`src/logic/post_pkg.sv`:
```
package post_pkg;

    localparam int word_width    = 4;
    localparam int seq_length    = 3;
    localparam int tap_depth     = 4;   // At least seq_length + 1
    localparam int history_depth = 3;
    localparam int t0_word       = 1;   // Middle word is decided
    localparam int err_width     = 8;
    localparam int chan_width    = 8;
    localparam int metric_width  = 20;
    localparam int num_hyp       = 4;

    localparam int win_size   = history_depth * word_width;
    localparam int hist_store = win_size - word_width;   // Words held in registers
    localparam int mid_base   = word_width * t0_word;    // First symbol of decided word
    localparam int fill_width = $clog2(history_depth + 1);
    localparam int pos_width  = $clog2(word_width);
    localparam int tsel_width = $clog2(tap_depth);

    typedef logic signed [err_width-1:0]  err_t;
    typedef logic signed [chan_width-1:0] chan_t;
    typedef logic [metric_width-1:0]      metric_t;
    typedef logic [1:0]                   hyp_t;

    localparam hyp_t hyp_none = 2'd0;   // No error
    localparam hyp_t hyp_pos  = 2'd1;   // Error at the position
    localparam hyp_t hyp_next = 2'd2;   // Error at the next position
    localparam hyp_t hyp_pair = 2'd3;   // Error pair

endpackage : post_pkg

```
`src/logic/word_history.sv`:
```
module word_history import post_pkg::*; #(
    parameter type payload_t = logic
) (
    input  logic     clk,
    input  logic     rst,
    input  logic     shift,
    input  payload_t word [word_width-1:0],
    output payload_t window [win_size-1:0],
    output logic     full
);

    payload_t              store_q [hist_store-1:0];
    logic [fill_width-1:0] fill_cnt;

    // Oldest word at index 0, the word on the port fills the top slot
    always_comb begin
        for (int i = 0; i < hist_store; i++) begin
            window[i] = store_q[i];
        end
        for (int i = 0; i < word_width; i++) begin
            window[hist_store+i] = word[i];
        end
    end

    always_ff @(posedge clk) begin
        if (rst) begin
            store_q  <= '{default: '0};
            fill_cnt <= '0;
        end else if (shift) begin
            for (int i = 0; i < hist_store; i++) begin
                store_q[i] <= window[i+word_width];   // Drop oldest word
            end
            if (fill_cnt != fill_width'(history_depth)) begin
                fill_cnt <= fill_cnt + 1'b1;
            end
        end
    end

    // The word entering on this edge already counts
    assign full = (fill_cnt == fill_width'(history_depth)) ||
                  (shift && fill_cnt == fill_width'(history_depth - 1));

endmodule : word_history

```
`config.mk`:
```
export PLATFORM = sky130hd
export DESIGN_NAME = word_history
export DESIGN_NICKNAME = d
export VERILOG_FILES = /design/src/logic/post_pkg.sv /design/src/logic/word_history.sv
export SDC_FILE = /design/constraint.sdc
export NUM_CORES = 1
export LEC_CHECK = 0
export BUFFER_PORTS_ARGS = -buffer_cell sky130_fd_sc_hd__clkbuf_2
export CAP_MARGIN = 20
export CORE_AREA = 3 3 40 42
export CTS_BUF_LIST = sky130_fd_sc_hd__clkbuf_8
export CTS_CLUSTER_SIZE = 24
export DETAILED_ROUTE_END_ITERATION = 10
export DIE_AREA = 0 0 43 45
export MAX_ROUTING_LAYER = met4
export SLEW_MARGIN = 20
export SYNTH_ARGS = -nofsm -noshare
export SYNTH_HDL_FRONTEND = slang
export SYNTH_SLANG_ARGS = --single-unit
```
`constraint.sdc`:
```
create_clock -name clk -period 1.2 [get_ports clk]
set_input_delay 0.24 -clock clk [delete_from_list [all_inputs] [get_ports clk]]
set_output_delay 0.24 -clock clk [all_outputs]
set_load 0.1 [all_outputs]
```
==> metrics.md <==
| Metric | Value |
|---|---|
| Util after Layout | between 60 and 70% |
| Core ar. | approximately 1300 um^2 |
| Crit path buf inv count | 2 |
| Yosys Warn Count | 0 |
| Largest net degree at the start of global routing | 13 |
| Post-CTS Setup Inserts | 0 |
| CP Data Required Time | between 900 and 1000 ps |
| CP Class | flip-flop to output pin |
| Vias in the first global route | roughly 310 |
| Synth cell count leaders | 10 x dfxtp_1, 10 x nor2_1, 8 x mux2i_1 |
| Reg2Reg Capture Point | fill_cnt[1] |
| Total Routed Length | between 700 and 800 um |
| 1st-pass router iterations | 2 |
| Arrival @ worst endpoint | approximately 1100 ps |
| P_int | between 700 and 800 uW |
| Clock Skews | about 2.2 ps |
| Worst flop-to-flop path startpoint | fill_cnt[0] |
| Mapped Area | 458 um^2 |
| Max stage delay on crit path | approximately 350 ps |
| Sw Share | about a third |
| Vias/cell | around 4.5 |
| HP Class | primary input to flip-flop |
| CTS buffer count | 3 |
| Startpoint types | flip-flop |
| Root Driver | clkbuf_8 |
| Sequential share of power | a little over a third |
| Share of layout cells above drive strength 1 | between 60% and 70% |
| Ports | 20 |
| Tmin final | around 1400 ps |
| Port buffer count | 19 |
| Final hold slack | about 310 ps |
| Crit-path max FO | 3 |
| Total GRT Usage | 9.38% |
| Largest area contributor in the netlist | dfxtp_1 |
| Switch Pwr | 345 uW |
| Slew @ Worst Pin | approximately 230 ps |
| Initial Util | roughly 36% |
| Max Freq | 735 MHz |
| Die Height | ~45 um |
| Setup slack after layout | -161 ps |
| Clk pwr share | a little under a third |
| Power per cell area | 1300 nW/um^2 |
| Num rows | 13 |
| Final Setup Violations | 1 |
| Slowest cell on the critical path | dfxtp_2 |
| Post-synth top area share | a little over two fifths |
| Worst vdd ir | between 600 and 700 uV |
| WP depth | 4 |
| Avg Inst Size Synth | 10.6 um^2 |
| Final Hold Vio Count | 0 |
| Ant diodes | 0 |
| WL per Instance | 10.2 um |
| DRC Markers | 0 |
| Net Count, Synth | 52 |
| Design Power | ~1100 uW |
| Post-synth EDFFs | 0 |
| Dominant synthesized flop cell | dfxtp_1 |
| DP Cell Count | between 70 and 80 |
| Area Growth Syn to Fin | 77.0% |
| Iteration-0 DRC Markers | 1 |
| Initial antenna violation count | 0 |
| Nets | 72 |
| Die X | roughly 43 um |
| Post-synthesis sequential area ratio | a little over two fifths |
| Ranking of synthesized cells by area | dfxtp_1 44%, mux2i_1 17%, nor2_1 8.2%, buf_4 6.6%, mux2_4 6.6% |
| Clock sink total | 10 |
| Status | finished, violations left |
| CTS tree | built |
| CTS max path bufs | 2 |
| Critical Path End Type | output pin |
| Fin cells | 76 |
| Overflow after GRT | 0 |
| Dpl hpwl | between 600 and 700 um |
| Mapped Cells | 43 |
| Worst R2R Setup Slack | about 110 ps |
| CP cell instances | inv_2, ha_4, a21o_4, buf_12 |
| Post-DRT Antenna Nets | 0 |
| RSZ-0062 raised after global routing | true |
| H-tree Lvls | 1 |
| Post-synth cell types | 12 |
| R2r worst-path depth | 3 |
| Tcrit/Tclk final | 113% |
| CP endpoint | full |
| Placer Congestion | between 0.6 and 0.7 |
| Clock slew at reported path FFs | around 40 ps |
| Cell family with most CP delay | flip-flops |
| Slew margin rel. | 84.8% |
| Leak Pwr | 0.000375 uW |
| Power share of the combinational group | between 30 and 40% |
| Yosys reg bits | 10 |
| Worst skew pair latency | approximately 230 ps |
| CP startpoint | fill_cnt[0] |
| Max Cap Violations | 0 |
| Slew Viols, Final | 0 |
| DR vias | between 300 and 400 |
| Async set or reset register ratio after synthesis | 0% |
| Die area | 1940 um^2 |
| Global-route wire length before repair | between 1000 and 1500 um |
| Failing checks | setup timing |
logic make-up (layout without fill, tap and decap cells):
kind of cell             Yosys count  in the layout  share of synthesized area [%]
AND/OR/NAND/NOR                   13             13                           13.9
multiplexers                      10             10                           24.0
flip-flops                        10             10                           43.7
buffers and inverters              7             25                           10.9
adder cells (fa/ha/maj)            2              2                           5.46
AO/OA/AOI/OAI                      1              1                           1.91
metrics by stage:
stage,setup TNS (ps),setup WS (ps),cell area [um^2]
final,-161,-161,811
after global routing,-190,-190,811
after CTS,-169,-169,811
after detailed placement,-14.2,-14.2,752
after global placement,0,19.3,752
after floorplan,0,65.2,474
timing repair:
action / 4_1_cts / 5_1_grt
resized for setup: 6 / 0
setup endpoints to repair: 1 / 1
pin swaps: 2 / 0
hold buffers: 0 / 0
state kept, by name, summed over array words and instances, names as in the netlist:
| name | flops |
|---|---|
| fill_cnt | 2 |
| window | 8 |
worst reg2reg max path, stage by stage, from the launching register on:
cell and delay (ps):
dfxtp_2 330, ha_2 200, nor2b_4 140, mux2_4 300
power by group through the flow:
| stage | registers [uW] | logic (uW) | clock network [uW] |
|---|---|---|---|
| after CTS | 380 | 354 | 342 |
| after detailed placement | 382 | 347 | 0 |
| after floorplan | 464 | 149 | 0 |
| final | 380 | 351 | 326 |
| after global placement | 381 | 346 | 0 |
| after global routing | 382 | 365 | 360 |
routing by layer:
layer / vias up / wire (um) / global-route usage [%]
li1: 174 / - / -
met2: 14 / 370 / 14.7
met1: 152 / 317 / 10.2
met4: 0 / 4 / 7.23
met5: - / 0 / -
met3: 2 / 80 / 2.39
worst min-delay path by stage:
stage | start | endpoint | slack [ps] | depth (start not counted)
6_report | word[1] | window[5] | 310 | 3
2_1_floorplan | word[0] | window[4] | 390 | 2
4_1_cts | word[2] | window[6] | 310 | 3
5_1_grt | word[1] | window[5] | 320 | 3
3_3_place_gp | window[1] | window[1] | 510 | 2
3_5_place_dp | window[0] | window[0] | 510 | 2
placed cells by master (no fill, tap or decap):
| master | n |
|---|---|
| clkbuf_8 | 3 |
| nor2b_1 | 2 |
| mux2i_1 | 8 |
| buf_12 | 13 |
| buf_4 | 2 |
| nor2b_4 | 1 |
| ha_2 | 1 |
| clkbuf_2 | 6 |
| nor2_1 | 10 |
| dfxtp_2 | 10 |
| inv_2 | 1 |
| mux2_4 | 2 |
| ha_4 | 1 |
| a21o_4 | 1 |
final cells by class:
class                           instances  area [um^2]
Clock buffer                            3         41.3
Fill cell                             100          474
Inverter                                1         3.75
Multi-Input combinational cell         26          229
Sequential cell                        10          213
Tap cell                               15         18.8
Timing Repair Buffer                   21          305
(Power assumes the default switching activity.)
