**src/logic/post_pkg.sv**
```systemverilog
package post_pkg;

    localparam int word_width    = 4;
    localparam int seq_length    = 3;
    localparam int tap_depth     = 4;   // At least seq_length + 1
    localparam int history_depth = 3;
    localparam int t0_word       = 1;   // Middle word is decided
    localparam int err_width     = 8;
    localparam int chan_width    = 8;
    localparam int metric_width  = 20;
    localparam int num_hyp       = 4;

    localparam int win_size   = history_depth * word_width;
    localparam int hist_store = win_size - word_width;   // Words held in registers
    localparam int mid_base   = word_width * t0_word;    // First symbol of decided word
    localparam int fill_width = $clog2(history_depth + 1);
    localparam int pos_width  = $clog2(word_width);
    localparam int tsel_width = $clog2(tap_depth);

    typedef logic signed [err_width-1:0]  err_t;
    typedef logic signed [chan_width-1:0] chan_t;
    typedef logic [metric_width-1:0]      metric_t;
    typedef logic [1:0]                   hyp_t;

    localparam hyp_t hyp_none = 2'd0;   // No error
    localparam hyp_t hyp_pos  = 2'd1;   // Error at the position
    localparam hyp_t hyp_next = 2'd2;   // Error at the next position
    localparam hyp_t hyp_pair = 2'd3;   // Error pair

endpackage : post_pkg

```
**src/logic/error_corrector.sv**
```systemverilog
module error_corrector import post_pkg::*; (
    input  logic clk,
    input  logic rst,
    input  logic shift,
    input  logic full,
    input  logic bit_window [win_size-1:0],
    input  hyp_t hyp [word_width-1:0],
    output logic out_valid,
    output logic out_bits [word_width-1:0],
    output hyp_t out_hyp [word_width-1:0]
);

    logic flip [word_width-1:0];
    logic fixed_bits [word_width-1:0];

    // Flip of bit p+1 from the last position falls outside the word
    always_comb begin
        flip[0] = hyp[0][0];
        for (int p = 1; p < word_width; p++) begin
            flip[p] = hyp[p][0] | hyp[p-1][1];
        end
        for (int p = 0; p < word_width; p++) begin
            fixed_bits[p] = bit_window[mid_base+p] ^ flip[p];
        end
    end

    always_ff @(posedge clk) begin
        if (rst) begin
            out_valid <= 1'b0;
        end else begin
            out_valid <= shift & full;   // One pulse per counted word
        end
    end

    always_ff @(posedge clk) begin
        if (shift && full) begin
            out_bits <= fixed_bits;
            out_hyp  <= hyp;
        end
    end

endmodule : error_corrector

```
**config.mk**
```make
export PLATFORM = sky130hd
export DESIGN_NAME = error_corrector
export DESIGN_NICKNAME = d
export VERILOG_FILES = /design/src/logic/post_pkg.sv /design/src/logic/error_corrector.sv
export SDC_FILE = /design/constraint.sdc
export NUM_CORES = 1
export LEC_CHECK = 0
export BUFFER_PORTS_ARGS = -buffer_cell sky130_fd_sc_hd__buf_2
export CAP_MARGIN = 20
export CORE_MARGIN = 1
export CORE_UTILIZATION = 35
export CTS_CLUSTER_SIZE = 14
export DETAILED_ROUTE_END_ITERATION = 7
export PLACE_DENSITY = 0.73
export SLEW_MARGIN = 20
export SYNTH_ARGS = -nofsm -noshare
export SYNTH_HDL_FRONTEND = slang
export SYNTH_SLANG_ARGS = --single-unit
```
**constraint.sdc**
```tcl
create_clock -name clk -period 0.8 [get_ports clk]
set_input_delay 0.04 -clock clk [delete_from_list [all_inputs] [get_ports clk]]
set_output_delay 0.04 -clock clk [all_outputs]
set_load 0.05 [all_outputs]
```
==> impl_results.md, run 1 <==
- Status: finished, violations left
- Violated checks: negative setup slack
- Drc violations: 0
- Drt total wl: 664 um
- Sequential share of the synthesized area: 0.8329
- 1st-iter DRT viols: 1
- DR vias: 317
- Chip height: 38.12 um
- Critical Path End Type: output pin
- Clk root buf: clkbuf_4
- PortBufs: 28
- 1st-pass router iterations: 2
- Final core occ: 0.7035
- Unrepaired setup endpoints after global routing: true
- Synth Register Bits: 13
- Pleak: 0.0003361 uW
- Top delay family on crit path: flip-flops
- Arrival @ worst endpoint: 0.82 ns
- # clock sinks: 13
- Hold EP: out_bits[2]
- Data required, critical path: 0.76 ns
- Final Non-Filler Cells: 77
- Overall Power: 1570 uW
- Row count: 12
- Syn nets: 46
- CTS Buffer Depth: 2
- Grt total ovfl: 0
- Post-layout worst setup margin: -0.06250 ns
- Clock transition at the registers of the reported paths: 0.07 ns
- Vias in the first global route: 297
- Max-Cap Viols: 0
- Initial antenna violation count: 0
- Critical-path top delay cell: edfxtp_1
- Max incr delay on CP: 0.39 ns
- H-tree depth: 1
- Final worst path period share: 1.078
- Layout cells sized above 1: 0.5873
- GRT Util Overall: 0.1179
- Peak VDD IR: 1.168 mV
- Worst Hold Class: input port to flop
- Synth Instances: 22
- Setup CP Type: flop to output pin
- CORE AREA: 1156 sq um
- Syn Area/Cell: 20.76 sq um
- Nets@finish: 88
- I/O Pins: 37
- Hold Slack: 0.06486 ns
- Netlist cell types: 7
- Starting Density: 0.3950
- Minimum clock period: 0.8625 ns
- Post-Syn Area: 456.7 sq um
- Final hold violations: 0
- Slew HR: 0.8916
- Placer congestion estimate: 0.5695
- # setup viols final: 12
- Pin count of the biggest net entering global routing: 14
- HP Start: bit_window[6]
- Cells along the critical path: buf_6
- Startpoint types: flop
- Final instance area: 813.3 sq um
- Vias/cell: 4.117
- Detail Placement HPWL: 472.7 um
- Total CTS buffers: 3
- First-pass GRT wire length: 1117 um
- Worst Path Max Fanout: 1
- Synth-to-Final Area Change: 78.08%
- Number of diodes: 0
- PwrDens: 1931 nW/um^2
- Routed wire per std cell: 8.623 um
- FMAX: 1159 MHz
- CP Buf/Inv Count: 1
- Post-DP Area: 614.3 sq um
- CTS tree: done
- Die Footprint: 1453 sq um
- Hold-critical path depth: 2
- Ys Warns: 0
- Routed Antenna Nets: 0
- Slew Limit Fails: 0
- Least-Margin Pin Slew: 0.1626 ns
- Post-Place Cells: 64
- Die W: 38.12 um
-- layer usage --
layer / vias to the layer above / global-route usage / share of wire
met5: - / 0 / 0
met4: 0 / 0.08036 / 0
met3: 0 / 0.03488 / 0.074
met2: 17 / 0.2246 / 0.59
met1: 140 / 0.1012 / 0.34
li1: 160 / - / -
-- kinds of logic after synthesis --
| logic type | synth area share |
|---|---|
| DFF | 0.8329 |
| xor gates and xnor gates | 0.07673 |
| and+or+nand+nor | 0.09041 |
-- cell usage after synthesis --
library cell | n | area share
dfxtp_1 | 1 | 0.044
nor2b_4 | 1 | 0.030
xor2_1 | 1 | 0.019
edfxtp_1 | 12 | 0.79
and2_4 | 1 | 0.019
xnor2_1 | 3 | 0.058
nor2_2 | 3 | 0.041
-- flip-flops by register name (all words and copies together), names as in the netlist --
name	flops
out_bits	4
out_valid	1
out_hyp	8
-- cells in the final DEF, fill, tap and decap left out --
cell type / instances
buf_6: 13
xor2_1: 1
clkbuf_1: 1
nor2b_4: 1
dfxtp_2: 1
buf_2: 15
nor2_2: 3
dlygate4sd3_1: 9
edfxtp_1: 12
and2_4: 1
xnor2_1: 3
clkbuf_4: 3
-- final cells by class --
class / count / area (sq um)
multi-input cells: 9 / 76.32
well taps: 14 / 17.52
clock buffers: 4 / 26.28
fillers: 80 / 342.8
flip-flops and latches: 13 / 381.6
repair buffers: 37 / 311.5
-- how the worst max path moves through the flow --
stage                            from           to  slack [ns]  depth (start not counted)
after floorplan           out_bits[0]  out_bits[0]        0.16                          0
after global placement          shift  out_bits[1]        0.14                          2
after detailed placement        shift   out_hyp[1]        0.13                          2
after CTS                 out_bits[3]  out_bits[3]       -0.08                          1
after global routing      out_bits[3]  out_bits[3]        -0.1                          1
final                     out_bits[3]  out_bits[3]       -0.06                          1
-- timing repair --
item / CTS / global route
buffers inserted: 0 / 0
gates resized for setup: 27 / 0
endpoints found under the hold margin: 9 / 0
endpoints found under the setup margin: 13 / 13
hold buffers: 9 / 0
-- where the power goes --
group / switching, uW / leakage [uW] / total (uW) / internal (uW)
registers: 19.0 / 0.000121 / 816 / 797
logic: 215 / 0.000200 / 373 / 158
clock network: 188 / 0.0000150 / 380 / 193
-- per-stage QoR --
step / worst slack, ns / TNS [ns]
finish: -0.06250 / -0.5896
global route: -0.09679 / -1.071
CTS: -0.08313 / -0.7978
detailed placement: 0.1330 / 0
global placement: 0.1386 / 0
floorplan: 0.1594 / 0
No activity file was read; power rests on OpenSTA's default activity.
==> run 2, diff against run 1 <==
--- a/config.mk
+++ b/config.mk
@@ -9,3 +9,3 @@
 export CAP_MARGIN = 20
-export CORE_MARGIN = 1
+export CORE_MARGIN = 5
 export CORE_UTILIZATION = 35
==> constraint.sdc (replaced) <==
create_clock -name clk -period 0.8 [get_ports clk]
set_input_delay 0.08 -clock clk [delete_from_list [all_inputs] [get_ports clk]]
set_output_delay 0.08 -clock clk [all_outputs]
set_load 0.05 [all_outputs]
==> impl_results.md, run 2 (same netlist as run 1, synthesis figures left out) <==
- Switching Share: 0.2673
- Comb pwr share: 0.229
- Data required, critical path: 0.72 ns
- CP Buf/Inv Count: 1
- CTS tree: done
- Setup repair bufs after CTS: 0
- FF+latch area: 381.6 sq um
- Nets@finish: 81
- Number of flip-flops in the largest register: 8
- Synth-to-Final Area Change: 63.84%
- Clock transition at the registers of the reported paths: 0.07 ns
- Worst Hold Class: input port to flop
- Critical-path top delay cell: edfxtp_1
- I/O Pins: 37
- DR vias: 288
- Chip height: 46.12 um
- Unrepaired setup endpoints after global routing: true
- Area of the multi-input gates: 76.32 sq um
- Vias/cell: 4.056
- Layout cells sized above 1: 0.6607
- Post-Place Cells: 65
- Commonest non-fill, non-tap cells in the layout: 15 x buf_2, 12 x edfxtp_1, 12 x buf_6
- Clock share of power: 0.239
- Most common cell after layout, fill and taps aside: buf_2
- Top flop regs: out_hyp: 8 flops, out_bits: 4 flops, out_valid: 1 flops
- Drt total wl: 791 um
- PortBufs: 28
- Final worst path period share: 1.140
- Seq pwr share: 0.532
- Placer congestion estimate: 0.5758
- Die Footprint: 2127 sq um
- # clock sinks: 13
- Total CTS buffers: 3
- Peak VDD IR: 0.7669 mV
- Die W: 46.12 um
- Max incr delay on CP: 0.40 ns
- Row count: 13
- Least-Margin Pin Slew: 0.1664 ns
- Routed Antenna Nets: 0
- Final hold violations: 0
- Startpoint types: flop
- Violated checks: negative setup slack
- FMAX: 1097 MHz
- H-tree depth: 1
- Initial antenna violation count: 0
- Grt total ovfl: 0
- Max-Cap Viols: 0
- # setup viols final: 13
- CTS Buffer Depth: 2
- Routed wire per std cell: 11.14 um
- Pin count of the biggest net entering global routing: 14
- Minimum clock period: 0.9117 ns
- First-pass GRT wire length: 1235 um
- 1st-iter DRT viols: 0
- Arrival @ worst endpoint: 0.83 ns
- CORE AREA: 1269 sq um
- Post-layout worst setup margin: -0.1117 ns
- PwrDens: 2057 nW/um^2
- Critical Path End Type: output pin
- Setup CP Type: flop to output pin
- GRT Util Overall: 0.08671
- Status: finished, violations left
- Hold Slack: 0.01902 ns
- Drc violations: 0
- Slew HR: 0.8890
- Internal Power: 1128 uW
- Cells along the critical path: buf_6
- Reg with most FFs: out_hyp
- Pleak: 0.0003079 uW
- Top delay family on crit path: flip-flops
- Slew Limit Fails: 0
- Worst Path Max Fanout: 1
- Number of diodes: 0
- 1st-pass router iterations: 1
- Fill count: 98
- Clk root buf: clkbuf_4
- Final Non-Filler Cells: 71
- Psw: 411.4 uW
- Vias in the first global route: 309
- Starting Density: 0.3600
-- run 2: changes by cell type in the layout (fill, tap and decap cells not counted) --
| cell | previous run | this run |
|---|---|---|
| buf_6 | 13 | 12 |
| buf_8 | 0 | 1 |
| dlygate4sd3_1 | 9 | 2 |
-- run 2: metrics by stage --
| stage | setup TNS [ns] | instance area [sq um] | setup WS [ns] | power [uW] | util |
|---|---|---|---|---|---|
| global route | -1.627 | 748.2 | -0.1632 | 1618 | 0.5897 |
| floorplan | 0 | 456.7 | 0.1194 | 1023 | - |
| finish | -1.083 | 748.2 | -0.1117 | 1539 | 0.5897 |
| global placement | 0 | 615.6 | 0.09545 | 1109 | 0.4852 |
| detailed placement | 0 | 615.6 | 0.09459 | 1114 | 0.4852 |
| CTS | -1.222 | 744.5 | -0.1236 | 1560 | 0.5868 |
-- run 2: layout make-up --
| cell class | instances | share of cell area |
|---|---|---|
| timing repair buffer | 30 | 0.3278 |
| tap | 15 | 0.02508 |
| multi-input combinational | 9 | 0.1020 |
| clock buffer | 4 | 0.03512 |
| sequential | 13 | 0.5100 |
-- run 2: repair_timing --
action,CTS,global route
setup endpoints to repair,13,13
cloned,0,0
pin swaps,0,0
endpoints found under the hold margin,2,0
hold buffers,2,0
resized for setup,27,1
-- run 2: power by group through the flow --
stage                     combinational (uW)  sequential, uW  clock, uW
after floorplan                         37.4             986          0
after global placement                   290             819          0
after detailed placement                 293             821          0
after CTS                                353             818        389
after global routing                     368             824        426
final                                    352             819        368
-- run 2: final timing paths --
path / startpoint / end / cells after the start
max: out_bits[3] / out_bits[3] / 1
min: hyp[0] / out_hyp[0] / 1
-- run 2: routing by layer --
layer / vias up / track usage / wire length (um)
met3: 2 / 0.02344 / 58
li1: 148 / - / -
met4: 0 / 0.05114 / 6
met1: 125 / 0.09181 / 262
met2: 13 / 0.1511 / 464
met5: - / 0 / 0
